## src/include/decode_macros.svh

```systemverilog
/*
  Shared widths and major opcode values for the decode stage
  Included by the package, the expander, the sub-decoders and the top level
*/
`ifndef DECODE_MACROS_SVH
`define DECODE_MACROS_SVH

// Instruction word and immediate width
`define DEC_XLEN 32
// Register address width, 32 integer registers
`define DEC_REG_AW 5

// Major opcodes, bits [6:0] of an uncompressed word
`define DEC_OPC_OP 7'b0110011
`define DEC_OPC_OP_IMM 7'b0010011
`define DEC_OPC_LUI 7'b0110111
`define DEC_OPC_LOAD 7'b0000011
`define DEC_OPC_STORE 7'b0100011
`define DEC_OPC_AMO 7'b0101111

`endif

```

## src/source/decode_pkg.sv

```systemverilog
/*
  Decode types: instruction format union, execution unit enum,
  per-unit operation codes, the control record and its idle value
*/
`default_nettype none

`include "decode_macros.svh"

package decode_pkg;

  ////////////////////////////////////////
  // Instruction formats
  ////////////////////////////////////////

  typedef struct packed {
    logic [6:0] funct7;
    logic [`DEC_REG_AW-1:0] rs2;
    logic [`DEC_REG_AW-1:0] rs1;
    logic [2:0] funct3;
    logic [`DEC_REG_AW-1:0] rd;
    logic [6:0] opcode;
  } r_type_t;

  typedef struct packed {
    logic [11:0] imm12;
    logic [`DEC_REG_AW-1:0] rs1;
    logic [2:0] funct3;
    logic [`DEC_REG_AW-1:0] rd;
    logic [6:0] opcode;
  } i_type_t;

  // One word, two readings; S and U immediates are pieced together from the R view
  typedef union packed {
    r_type_t r;
    i_type_t i;
  } instr_fmt_u;

  ////////////////////////////////////////
  // Units and operations
  ////////////////////////////////////////

  typedef enum logic [2:0] {
    NONE = 3'd0,
    ALU = 3'd1,
    LSU = 3'd2,
    MULDIV = 3'd3,
    ATOMIC = 3'd4
  } exec_unit_e;

  // The same code means different things in different units
  typedef logic [3:0] dec_op_e;

  // ALU operations
  localparam dec_op_e ALU_ADD = 4'd0;
  localparam dec_op_e ALU_SUB = 4'd1;
  localparam dec_op_e ALU_SLL = 4'd2;
  localparam dec_op_e ALU_SLT = 4'd3;
  localparam dec_op_e ALU_SLTU = 4'd4;
  localparam dec_op_e ALU_XOR = 4'd5;
  localparam dec_op_e ALU_SRL = 4'd6;
  localparam dec_op_e ALU_SRA = 4'd7;
  localparam dec_op_e ALU_OR = 4'd8;
  localparam dec_op_e ALU_AND = 4'd9;
  localparam dec_op_e ALU_LUI = 4'd10;

  // Load/store operations
  localparam dec_op_e LSU_LW = 4'd0;
  localparam dec_op_e LSU_SW = 4'd1;

  // Multiply/divide codes follow funct3, so mul is 0 and remu is 7
  localparam dec_op_e MD_MUL = 4'd0;
  localparam dec_op_e MD_REMU = 4'd7;

  // Atomic operations
  localparam dec_op_e AMO_LR = 4'd0;
  localparam dec_op_e AMO_SC = 4'd1;
  localparam dec_op_e AMO_SWAP = 4'd2;
  localparam dec_op_e AMO_ADD = 4'd3;
  localparam dec_op_e AMO_XOR = 4'd4;
  localparam dec_op_e AMO_AND = 4'd5;
  localparam dec_op_e AMO_OR = 4'd6;
  localparam dec_op_e AMO_MIN = 4'd7;
  localparam dec_op_e AMO_MAX = 4'd8;

  ////////////////////////////////////////
  // Control record
  ////////////////////////////////////////

  typedef struct packed {
    logic illegal_insn;
    exec_unit_e unit;
    dec_op_e op;
    logic rd_we;
    logic [`DEC_REG_AW-1:0] rd;
    logic [`DEC_REG_AW-1:0] rs1;
    logic [`DEC_REG_AW-1:0] rs2;
    logic use_imm;
    logic [`DEC_XLEN-1:0] imm;
  } decoder_ctrl_t;

  // Idle record; a decoder with no match drives exactly this
  localparam decoder_ctrl_t DECODER_CTRL_ILLEGAL = '{
    illegal_insn: 1'b1,
    unit: NONE,
    op: 4'd0,
    rd_we: 1'b0,
    rd: '0,
    rs1: '0,
    rs2: '0,
    use_imm: 1'b0,
    imm: '0
  };

endpackage

`default_nettype wire

```

## src/source/instr_fetch_if.sv

```systemverilog
/*
  Expanded instruction bundle between the compressed expander,
  the three sub-decoders and the merging decoder
*/
`timescale 1ns/10ps
`default_nettype none

interface instr_fetch_if;

  logic valid;
  // Always an uncompressed encoding, low two bits at 11
  decode_pkg::instr_fmt_u instr;
  // Compressed input that the expander does not support
  logic c_illegal;
  logic was_compressed;

  modport expander (output valid, output instr, output c_illegal, output was_compressed);

  // Sub-decoders only look at the word itself
  modport decoder (input instr);

  modport merge (input valid, input c_illegal, input was_compressed);

endinterface

`default_nettype wire

```

## src/source/compressed_expander.sv

```systemverilog
/*
  Compressed expander: rebuilds C.ADDI, C.LI, C.LUI, C.MV, C.ADD,
  C.LW and C.SW as 32-bit words, flags every other compressed form
*/
`timescale 1ns/10ps
`default_nettype none

`include "decode_macros.svh"

module compressed_expander (
  input logic [`DEC_XLEN-1:0] instr_rdata,
  instr_fetch_if.expander fetch,
  input logic instr_valid
);

  // Compressed encoding sits in the lower half
  logic [15:0] c;
  logic is_compressed;
  logic [`DEC_XLEN-1:0] expanded;
  logic illegal;

  // Full register fields in CI and CR forms
  logic [`DEC_REG_AW-1:0] rd_full;
  logic [`DEC_REG_AW-1:0] rs2_full;
  // Three-bit register fields map onto x8 to x15
  logic [`DEC_REG_AW-1:0] rdrs2_p;
  logic [`DEC_REG_AW-1:0] rs1_p;
  // Sign-extended 6-bit CI immediate
  logic [11:0] imm6_sx;
  // Word offset for C.LW and C.SW, scaled by four
  logic [11:0] mem_off;

  assign c = instr_rdata[15:0];
  assign is_compressed = (instr_rdata[1:0] != 2'b11);

  assign rd_full = c[11:7];
  assign rs2_full = c[6:2];
  assign rdrs2_p = {2'b01, c[4:2]};
  assign rs1_p = {2'b01, c[9:7]};
  assign imm6_sx = {{6{c[12]}}, c[12], c[6:2]};
  assign mem_off = {5'b0, c[5], c[12:10], c[6], 2'b00};

  always_comb begin
    // Unsupported forms emit a word that still ends in 11
    expanded = {30'b0, 2'b11};
    illegal = 1'b0;
    if (!is_compressed) begin
      expanded = instr_rdata;
    end else begin
      illegal = 1'b1;
      // Quadrant and funct3 together select the form
      case ({c[1:0], c[15:13]})
        5'b01_000: begin
          // C.ADDI becomes addi rd, rd, imm
          expanded = {imm6_sx, rd_full, 3'b000, rd_full, `DEC_OPC_OP_IMM};
          illegal = 1'b0;
        end
        5'b01_010: begin
          // C.LI becomes addi rd, x0, imm
          expanded = {imm6_sx, 5'd0, 3'b000, rd_full, `DEC_OPC_OP_IMM};
          illegal = 1'b0;
        end
        5'b01_011: begin
          // rd of x2 is C.ADDI16SP, and a zero immediate is reserved
          if (rd_full != 5'd0 && rd_full != 5'd2 && {c[12], c[6:2]} != 6'd0) begin
            expanded = {{14{c[12]}}, c[12], c[6:2], rd_full, `DEC_OPC_LUI};
            illegal = 1'b0;
          end
        end
        5'b10_100: begin
          // rs2 of x0 means C.JR, C.JALR or C.EBREAK, none supported
          if (rs2_full != 5'd0) begin
            if (!c[12]) begin
              // C.MV becomes add rd, x0, rs2
              expanded = {7'b0, rs2_full, 5'd0, 3'b000, rd_full, `DEC_OPC_OP};
            end else begin
              // C.ADD becomes add rd, rd, rs2
              expanded = {7'b0, rs2_full, rd_full, 3'b000, rd_full, `DEC_OPC_OP};
            end
            illegal = 1'b0;
          end
        end
        5'b00_010: begin
          expanded = {mem_off, rs1_p, 3'b010, rdrs2_p, `DEC_OPC_LOAD};
          illegal = 1'b0;
        end
        5'b00_110: begin
          // Store immediate is split around the register fields
          expanded = {mem_off[11:5], rdrs2_p, rs1_p, 3'b010, mem_off[4:0], `DEC_OPC_STORE};
          illegal = 1'b0;
        end
        default: begin
        end
      endcase
    end
  end

  assign fetch.valid = instr_valid;
  assign fetch.instr = expanded;
  assign fetch.c_illegal = illegal;
  assign fetch.was_compressed = is_compressed;

endmodule

`default_nettype wire

```

## src/source/decoder_i.sv

```systemverilog
/*
  Base integer sub-decoder: OP, OP-IMM, LUI, LW and SW
*/
`timescale 1ns/10ps
`default_nettype none

`include "decode_macros.svh"

module decoder_i (
  instr_fetch_if.decoder fetch,
  output decode_pkg::decoder_ctrl_t ctrl
);

  logic [6:0] funct7;
  logic [2:0] funct3;
  logic [6:0] imm_hi;
  logic op_legal;
  logic op_imm_legal;
  logic is_shift;

  // funct3 to ALU operation; alt picks sub over add and sra over srl
  function automatic decode_pkg::dec_op_e alu_op(input logic [2:0] f3, input logic alt);
    decode_pkg::dec_op_e op;
    case (f3)
      3'b000: op = alt ? decode_pkg::ALU_SUB : decode_pkg::ALU_ADD;
      3'b001: op = decode_pkg::ALU_SLL;
      3'b010: op = decode_pkg::ALU_SLT;
      3'b011: op = decode_pkg::ALU_SLTU;
      3'b100: op = decode_pkg::ALU_XOR;
      3'b101: op = alt ? decode_pkg::ALU_SRA : decode_pkg::ALU_SRL;
      3'b110: op = decode_pkg::ALU_OR;
      default: op = decode_pkg::ALU_AND;
    endcase
    return op;
  endfunction

  assign funct7 = fetch.instr.r.funct7;
  assign funct3 = fetch.instr.r.funct3;
  // Upper immediate bits hold the shift type for OP-IMM shifts
  assign imm_hi = fetch.instr.i.imm12[11:5];
  assign is_shift = (funct3 == 3'b001) || (funct3 == 3'b101);

  // The alternate funct7 only exists for sub and sra
  assign op_legal = (funct7 == 7'b0) ||
                    (funct7 == 7'b0100000 && (funct3 == 3'b000 || funct3 == 3'b101));

  always_comb begin
    op_imm_legal = 1'b1;
    if (funct3 == 3'b001) begin
      op_imm_legal = (imm_hi == 7'b0);
    end else if (funct3 == 3'b101) begin
      op_imm_legal = (imm_hi == 7'b0) || (imm_hi == 7'b0100000);
    end
  end

  always_comb begin
    ctrl = decode_pkg::DECODER_CTRL_ILLEGAL;
    case (fetch.instr.r.opcode)
      `DEC_OPC_OP: begin
        if (op_legal) begin
          ctrl.illegal_insn = 1'b0;
          ctrl.unit = decode_pkg::ALU;
          ctrl.op = alu_op(funct3, funct7[5]);
          ctrl.rd_we = 1'b1;
          ctrl.rd = fetch.instr.r.rd;
          ctrl.rs1 = fetch.instr.r.rs1;
          ctrl.rs2 = fetch.instr.r.rs2;
        end
      end
      `DEC_OPC_OP_IMM: begin
        if (op_imm_legal) begin
          ctrl.illegal_insn = 1'b0;
          ctrl.unit = decode_pkg::ALU;
          // Only srai may set bit 30; for addi it is just an immediate bit
          ctrl.op = alu_op(funct3, (funct3 == 3'b101) && imm_hi[5]);
          ctrl.rd_we = 1'b1;
          ctrl.rd = fetch.instr.i.rd;
          ctrl.rs1 = fetch.instr.i.rs1;
          ctrl.use_imm = 1'b1;
          // Shifts carry a zero-extended shift amount
          ctrl.imm = is_shift ? {27'b0, fetch.instr.i.imm12[4:0]} :
                                {{20{fetch.instr.i.imm12[11]}}, fetch.instr.i.imm12};
        end
      end
      `DEC_OPC_LUI: begin
        ctrl.illegal_insn = 1'b0;
        ctrl.unit = decode_pkg::ALU;
        ctrl.op = decode_pkg::ALU_LUI;
        ctrl.rd_we = 1'b1;
        ctrl.rd = fetch.instr.r.rd;
        ctrl.use_imm = 1'b1;
        ctrl.imm = {fetch.instr.r.funct7, fetch.instr.r.rs2, fetch.instr.r.rs1,
                    fetch.instr.r.funct3, 12'b0};
      end
      `DEC_OPC_LOAD: begin
        // Word loads only
        if (funct3 == 3'b010) begin
          ctrl.illegal_insn = 1'b0;
          ctrl.unit = decode_pkg::LSU;
          ctrl.op = decode_pkg::LSU_LW;
          ctrl.rd_we = 1'b1;
          ctrl.rd = fetch.instr.i.rd;
          ctrl.rs1 = fetch.instr.i.rs1;
          ctrl.use_imm = 1'b1;
          ctrl.imm = {{20{fetch.instr.i.imm12[11]}}, fetch.instr.i.imm12};
        end
      end
      `DEC_OPC_STORE: begin
        if (funct3 == 3'b010) begin
          ctrl.illegal_insn = 1'b0;
          ctrl.unit = decode_pkg::LSU;
          ctrl.op = decode_pkg::LSU_SW;
          ctrl.rs1 = fetch.instr.r.rs1;
          ctrl.rs2 = fetch.instr.r.rs2;
          ctrl.use_imm = 1'b1;
          // S immediate sits in the funct7 and rd slots
          ctrl.imm = {{20{funct7[6]}}, funct7, fetch.instr.r.rd};
        end
      end
      default: begin
      end
    endcase
  end

endmodule

`default_nettype wire

```

## src/source/decoder_m.sv

```systemverilog
/*
  Multiply/divide sub-decoder for mul, mulh, mulhsu, mulhu,
  div, divu, rem and remu
*/
`timescale 1ns/10ps
`default_nettype none

`include "decode_macros.svh"

module decoder_m (
  instr_fetch_if.decoder fetch,
  output decode_pkg::decoder_ctrl_t ctrl
);

  logic match;

  // Same major opcode as base OP, told apart by funct7
  assign match = (fetch.instr.r.opcode == `DEC_OPC_OP) &&
                 (fetch.instr.r.funct7 == 7'b0000001);

  always_comb begin
    ctrl = decode_pkg::DECODER_CTRL_ILLEGAL;
    if (match) begin
      ctrl.illegal_insn = 1'b0;
      ctrl.unit = decode_pkg::MULDIV;
      // Operation code is funct3 itself, MD_MUL up to MD_REMU
      ctrl.op = {1'b0, fetch.instr.i.funct3};
      ctrl.rd_we = 1'b1;
      ctrl.rd = fetch.instr.i.rd;
      ctrl.rs1 = fetch.instr.i.rs1;
      ctrl.rs2 = fetch.instr.r.rs2;
    end
  end

endmodule

`default_nettype wire

```

## src/source/decoder_a.sv

```systemverilog
/*
  Atomic sub-decoder for word-sized LR, SC and AMO operations
*/
`timescale 1ns/10ps
`default_nettype none

`include "decode_macros.svh"

module decoder_a (
  instr_fetch_if.decoder fetch,
  output decode_pkg::decoder_ctrl_t ctrl
);

  // funct5 is the top of funct7; aq and rl below it are ignored here
  logic [4:0] funct5;
  logic word_amo;
  logic supported;
  decode_pkg::dec_op_e amo_op;

  assign funct5 = fetch.instr.r.funct7[6:2];
  assign word_amo = (fetch.instr.i.opcode == `DEC_OPC_AMO) && (fetch.instr.i.funct3 == 3'b010);

  always_comb begin
    supported = 1'b1;
    amo_op = decode_pkg::AMO_LR;
    case (funct5)
      // LR has no second source, so rs2 must be zero
      5'b00010: supported = (fetch.instr.r.rs2 == 5'd0);
      5'b00011: amo_op = decode_pkg::AMO_SC;
      5'b00001: amo_op = decode_pkg::AMO_SWAP;
      5'b00000: amo_op = decode_pkg::AMO_ADD;
      5'b00100: amo_op = decode_pkg::AMO_XOR;
      5'b01100: amo_op = decode_pkg::AMO_AND;
      5'b01000: amo_op = decode_pkg::AMO_OR;
      5'b10000: amo_op = decode_pkg::AMO_MIN;
      5'b10100: amo_op = decode_pkg::AMO_MAX;
      default: supported = 1'b0;
    endcase
  end

  always_comb begin
    ctrl = decode_pkg::DECODER_CTRL_ILLEGAL;
    if (word_amo && supported) begin
      ctrl.illegal_insn = 1'b0;
      ctrl.unit = decode_pkg::ATOMIC;
      ctrl.op = amo_op;
      ctrl.rd_we = 1'b1;
      ctrl.rd = fetch.instr.i.rd;
      ctrl.rs1 = fetch.instr.i.rs1;
      ctrl.rs2 = fetch.instr.r.rs2;
    end
  end

endmodule

`default_nettype wire

```

## src/source/instr_decoder.sv

```systemverilog
/*
  Merging decoder: picks the matching sub-decoder record,
  falls back to the idle record and registers the result
*/
`timescale 1ns/10ps
`default_nettype none

module instr_decoder (
  input logic clk,
  input logic rst,
  instr_fetch_if.merge fetch,
  input decode_pkg::decoder_ctrl_t ctrl_i,
  input decode_pkg::decoder_ctrl_t ctrl_m,
  input decode_pkg::decoder_ctrl_t ctrl_a,
  output decode_pkg::decoder_ctrl_t dec_ctrl,
  output logic dec_valid,
  output logic dec_compressed
);

  decode_pkg::decoder_ctrl_t ctrl_sel;

  ////////////////////////////////////////
  // Record selection
  ////////////////////////////////////////

  // The sub-decoders never match the same word, so the order is arbitrary
  always_comb begin
    ctrl_sel = decode_pkg::DECODER_CTRL_ILLEGAL;
    // A rejected compressed form stays illegal whatever was emitted
    if (!fetch.c_illegal) begin
      if (!ctrl_i.illegal_insn) begin
        ctrl_sel = ctrl_i;
      end else if (!ctrl_m.illegal_insn) begin
        ctrl_sel = ctrl_m;
      end else if (!ctrl_a.illegal_insn) begin
        ctrl_sel = ctrl_a;
      end
    end
  end

  ////////////////////////////////////////
  // Output register
  ////////////////////////////////////////

  // One cycle of latency, one result per accepted word
  always_ff @(posedge clk) begin
    if (rst) begin
      dec_valid <= 1'b0;
      dec_ctrl <= decode_pkg::DECODER_CTRL_ILLEGAL;
      dec_compressed <= 1'b0;
    end else begin
      dec_valid <= fetch.valid;
      if (fetch.valid) begin
        dec_ctrl <= ctrl_sel;
        dec_compressed <= fetch.was_compressed;
      end else begin
        // Between instructions the outputs rest at the idle value
        dec_ctrl <= decode_pkg::DECODER_CTRL_ILLEGAL;
        dec_compressed <= 1'b0;
      end
    end
  end

endmodule

`default_nettype wire

```

## src/source/decode_stage.sv

```systemverilog
/*
  Decode stage top: expander, sub-decoders and merging decoder
  with the registered control record spread onto plain ports
*/
`timescale 1ns/10ps
`default_nettype none

`include "decode_macros.svh"

module decode_stage (
  input logic clk,
  input logic rst,
  input logic instr_valid,
  input logic [`DEC_XLEN-1:0] instr_rdata,
  output logic dec_valid,
  output logic dec_illegal,
  output logic [2:0] dec_unit,
  output logic [3:0] dec_op,
  output logic dec_rd_we,
  output logic [`DEC_REG_AW-1:0] dec_rd,
  output logic [`DEC_REG_AW-1:0] dec_rs1,
  output logic [`DEC_REG_AW-1:0] dec_rs2,
  output logic dec_use_imm,
  output logic [`DEC_XLEN-1:0] dec_imm,
  output logic dec_compressed
);

  instr_fetch_if fetch_if ();

  decode_pkg::decoder_ctrl_t ctrl_i;
  decode_pkg::decoder_ctrl_t ctrl_m;
  decode_pkg::decoder_ctrl_t ctrl_a;
  decode_pkg::decoder_ctrl_t dec_ctrl;

  compressed_expander u_expander (
    .instr_rdata(instr_rdata),
    .fetch(fetch_if.expander),
    .instr_valid(instr_valid)
  );

  // Three sub-decoders look at the same expanded word in parallel
  decoder_i u_decoder_i (.fetch(fetch_if.decoder), .ctrl(ctrl_i));
  decoder_m u_decoder_m (.fetch(fetch_if.decoder), .ctrl(ctrl_m));
  decoder_a u_decoder_a (.fetch(fetch_if.decoder), .ctrl(ctrl_a));

  instr_decoder u_instr_decoder (
    .clk(clk),
    .rst(rst),
    .fetch(fetch_if.merge),
    .ctrl_i(ctrl_i),
    .ctrl_m(ctrl_m),
    .ctrl_a(ctrl_a),
    .dec_ctrl(dec_ctrl),
    .dec_valid(dec_valid),
    .dec_compressed(dec_compressed)
  );

  // Record fields out to the ports
  assign dec_illegal = dec_ctrl.illegal_insn;
  assign dec_unit = dec_ctrl.unit;
  assign dec_op = dec_ctrl.op;
  assign dec_rd_we = dec_ctrl.rd_we;
  assign dec_rd = dec_ctrl.rd;
  assign dec_rs1 = dec_ctrl.rs1;
  assign dec_rs2 = dec_ctrl.rs2;
  assign dec_use_imm = dec_ctrl.use_imm;
  assign dec_imm = dec_ctrl.imm;

endmodule

`default_nettype wire

```

## config.mk

```make
export PLATFORM = sky130hd
export DESIGN_NAME = decode_stage
export DESIGN_NICKNAME = d
export VERILOG_FILES = /design/src/source/decode_pkg.sv /design/src/source/instr_fetch_if.sv /design/src/source/compressed_expander.sv /design/src/source/decoder_i.sv /design/src/source/decoder_m.sv /design/src/source/decoder_a.sv /design/src/source/instr_decoder.sv /design/src/source/decode_stage.sv
export VERILOG_INCLUDE_DIRS = /design/src /design/src/include
export SDC_FILE = /design/constraint.sdc
export NUM_CORES = 1
export LEC_CHECK = 0
export BUFFER_PORTS_ARGS = -buffer_cell sky130_fd_sc_hd__buf_2
export CAP_MARGIN = 20
export CORE_ASPECT_RATIO = 1.2
export CORE_UTILIZATION = 56
export CTS_CLUSTER_DIAMETER = 50
export CTS_CLUSTER_SIZE = 14
export DETAILED_ROUTE_END_ITERATION = 8
export PLACE_DENSITY = 0.82
export SKIP_CTS_REPAIR_TIMING = 1
export SLEW_MARGIN = 15
export SYNTH_ARGS = -nofsm -noshare
export SYNTH_HDL_FRONTEND = slang
export SYNTH_SLANG_ARGS = --single-unit
```

## constraint.sdc

```tcl
create_clock -name clk -period 8.1 [get_ports clk]
set_clock_uncertainty 0.15 [all_clocks]
set_input_delay 0.81 -clock clk [delete_from_list [all_inputs] [get_ports clk]]
set_output_delay 0.81 -clock clk [all_outputs]
set_load 0.005 [all_outputs]
```

==> run_results.csv <==
group,metric,value,unit
run_status,status,"finished clean",
clock_tree,cts-htree-levels,3,
drt,vias,3295,
floorplanning,start_util,58.6,%
finish,final-instance-count-excl-fill,516,
finish,post-route-util,70.3,%
grt,grt_pass1_wl,14500,um
timing,grt_setup_unrepaired,"no",
logic_synthesis,synth_common_cells,"59 x dfxtp_1, 34 x nand2_1, 33 x nor2_1",
logic_synthesis,synth_nets,405,
worst_setup_path,cp.arrival,3.76,ns
finish,antenna_cells,0,
logic_synthesis,yosysUniqueCellTypes,78,
worst_setup_path,startpoint_type,"input pin",
logic_synthesis,ys_seq_area_share,37.8,%
grt,antenna_found_initial,0,
timing,hold_ws,0.563,ns
clock_tree,clk_path_buf_depth,2,
finish,drive_gt1_share,30.0,%
worst_setup_path,slowest_stage,"nor3_2",
logic_synthesis,yosys_register_bits,59,
floorplanning,die_y,83.8,um
logic_synthesis,synth_top_area_share,37.8,%
placement,dp_cells,500,
drt,viasPerCell,6.39,
logic_synthesis,syn_avg_cell_area,8.44,um2
drt,drt_first_pass_iters,5,
drt,drt_wl_total,9310,um
timing,setup_viol,0,
floorplanning,die_area,5880,um2
drt,drc,0,
timing,tns,0,ns
timing,finalHoldViolCount,0,
timing,setup_ws,4.41,ns
floorplanning,ios,94,
drt,wl_per_cell,18.0,um
logic_synthesis,synth_ff_type,"dfxtp_1",
grt,overflow,0,
logic_synthesis,netlist_top_cells_area,"dfxtp_1 38%, a21oi_1 4.6%, nand2_1 4.1%, o21ai_0 4.0%, nor2_1 4.0%",
finish,final_nets,484,
timing,period_share,45.5,%
logic_synthesis,synth_area,3120,um2
logic_synthesis,yosysMostFrequentCell,"dfxtp_1",
finish,area_growth,20.0,%
clock_tree,cts_tree,"built",
worst_setup_path,worstSetupEndpointType,"flop",
worst_setup_path,crit_fanout,16,
logic_synthesis,async_flop_share,0,%
worst_setup_path,crit_required,8.17,ns
placement,io_buffers,93,
clock_tree,cts_root_buf,"clkbuf_8",
drt,final_antenna_net_count,0,
logic_synthesis,yosys_warnings,0,
timing,maxSlewViolCount,0,
clock_tree,cts_sinks,59,
clock_tree,clkTransAtPathRegs,0.08,ns
logic_synthesis,yosysTopAreaCell,"dfxtp_1",
power_and_ir_drop,peakVddDrop,0.0934,mV
worst_hold_path,min_path_type,"input pin to flop",
power_and_ir_drop,p_leak,0.00163,uW
logic_synthesis,synth_edf_count,0,
finish,register_area,1180,um2
timing,tightestPinTransition,0.847,ns
finish,fill_cells,476,
floorplanning,die_w,70.2,um
floorplanning,design.core.area,5330,um2
timing,fmax,271,MHz
worst_setup_path,max_stage_delay,0.57,ns
floorplanning,rows,29,
worst_setup_path,worst-setup-path-type,"input pin to flop",
logic_synthesis,syn_inst,370,
worst_setup_path,path_cells,"buf_2 > or3b_1 > nor3_2 > a22oi_1 > a311oi_4 > o22ai_4 > o41ai_4 > nor2b_1",
job,max_cap_viol_count,0,
timing,timing.slew.headroom,43.5,%
grt,grtUsageTotal,31.5,%
timing,min_period,3.69,ns
placement,gp_congestion,0.955,
finish,multi_input_area,1790,um2
grt,grt_max_degree,21,
grt,grt_pass1_vias,2879,
placement,dp_hpwl,7100,um
power_and_ir_drop,p_per_area,169,nW/um2
drt,drt_iter0_drc,287,
clock_tree,cts_buffers,9,
placement,pre_cts_ws,4.18,ns
## cell families after synthesis
| family | after synthesis | share of synthesized area, % |
|---|---|---|
| buffers and inverters | 38 | 5.01 |
| flip-flops | 59 | 37.8 |
| AND/OR/NAND/NOR | 135 | 23.8 |
| AO/OA/AOI/OAI | 136 | 32.8 |
| XOR/XNOR | 2 | 0.561 |
## sequential cells by signal (all words and copies together) (netlist names)
register	count
u_instr_decoder.dec_ctrl	57
u_instr_decoder.dec_valid	1
u_instr_decoder.dec_compressed	1
## cell type report
class | count | area share (%)
clock inverter | 7 | 1.57
inverter | 11 | 1.10
sequential | 59 | 31.5
multi-input combinational | 273 | 47.6
clock buffer | 9 | 3.30
tap | 62 | 2.07
timing repair buffer | 95 | 12.8
## cell usage in the layout (no fill, tap or decap), types with 4 or more instances in the layout
| master | count |
|---|---|
| a221oi_1 | 5 |
| clkbuf_8 | 9 |
| nor3_1 | 12 |
| a21o_1 | 4 |
| and2_1 | 5 |
| or3_1 | 4 |
| nand2_1 | 34 |
| nor2b_1 | 4 |
| a31oi_1 | 4 |
| nand4_1 | 4 |
| buf_2 | 93 |
| a21oi_1 | 29 |
| a41oi_1 | 4 |
| a22oi_1 | 7 |
| a211oi_1 | 8 |
| a211o_1 | 5 |
| o21ai_0 | 25 |
| a22o_1 | 4 |
| dfxtp_1 | 59 |
| nor2_1 | 33 |
| inv_1 | 11 |
## per-stage QoR
| stage | area (um2) | power [uW] |
|---|---|---|
| final | 3750 | 635 |
| after global routing | 3750 | 654 |
| after CTS | 3750 | 632 |
| after detailed placement | 3570 | 393 |
| after global placement | 3570 | 394 |
| after floorplan | 3120 | 363 |
## power by group
group | leakage, uW | total (uW) | switching [uW] | internal, uW
clock | 0.0000925 | 246 | 130 | 116
combinational | 0.00106 | 97.3 | 63.7 | 33.5
sequential | 0.000476 | 292 | 0.412 | 292
total | 0.00163 | 635 | 194 | 441
## path summary, 6_finish.rpt
kind,slack (ns),endpoint,cells after the start,from
worst max-delay path,4.41,u_instr_decoder.dec_ctrl[43]$_SDFF_PP0_,8,instr_rdata[0]
worst min-delay path,0.56,u_instr_decoder.dec_valid$_SDFF_PP0_,3,instr_valid
## critical path, delay by kind of cell
family                 cells  cell delay [ns]
buffers and inverters      1             0.21
AOI/OAI and AO/OA          4             1.53
and+or+nand+nor            3             1.18
## metal layers
layer / global-route usage [%] / vias up / part of all wire (%)
met5: 0 / - / 0
met4: 15.8 / 0 / 3.5
met3: 4.83 / 28 / 8.1
met2: 50.3 / 202 / 47
met1: 41.0 / 1515 / 42
li1: - / 1550 / -
(Power assumes the default switching activity.)
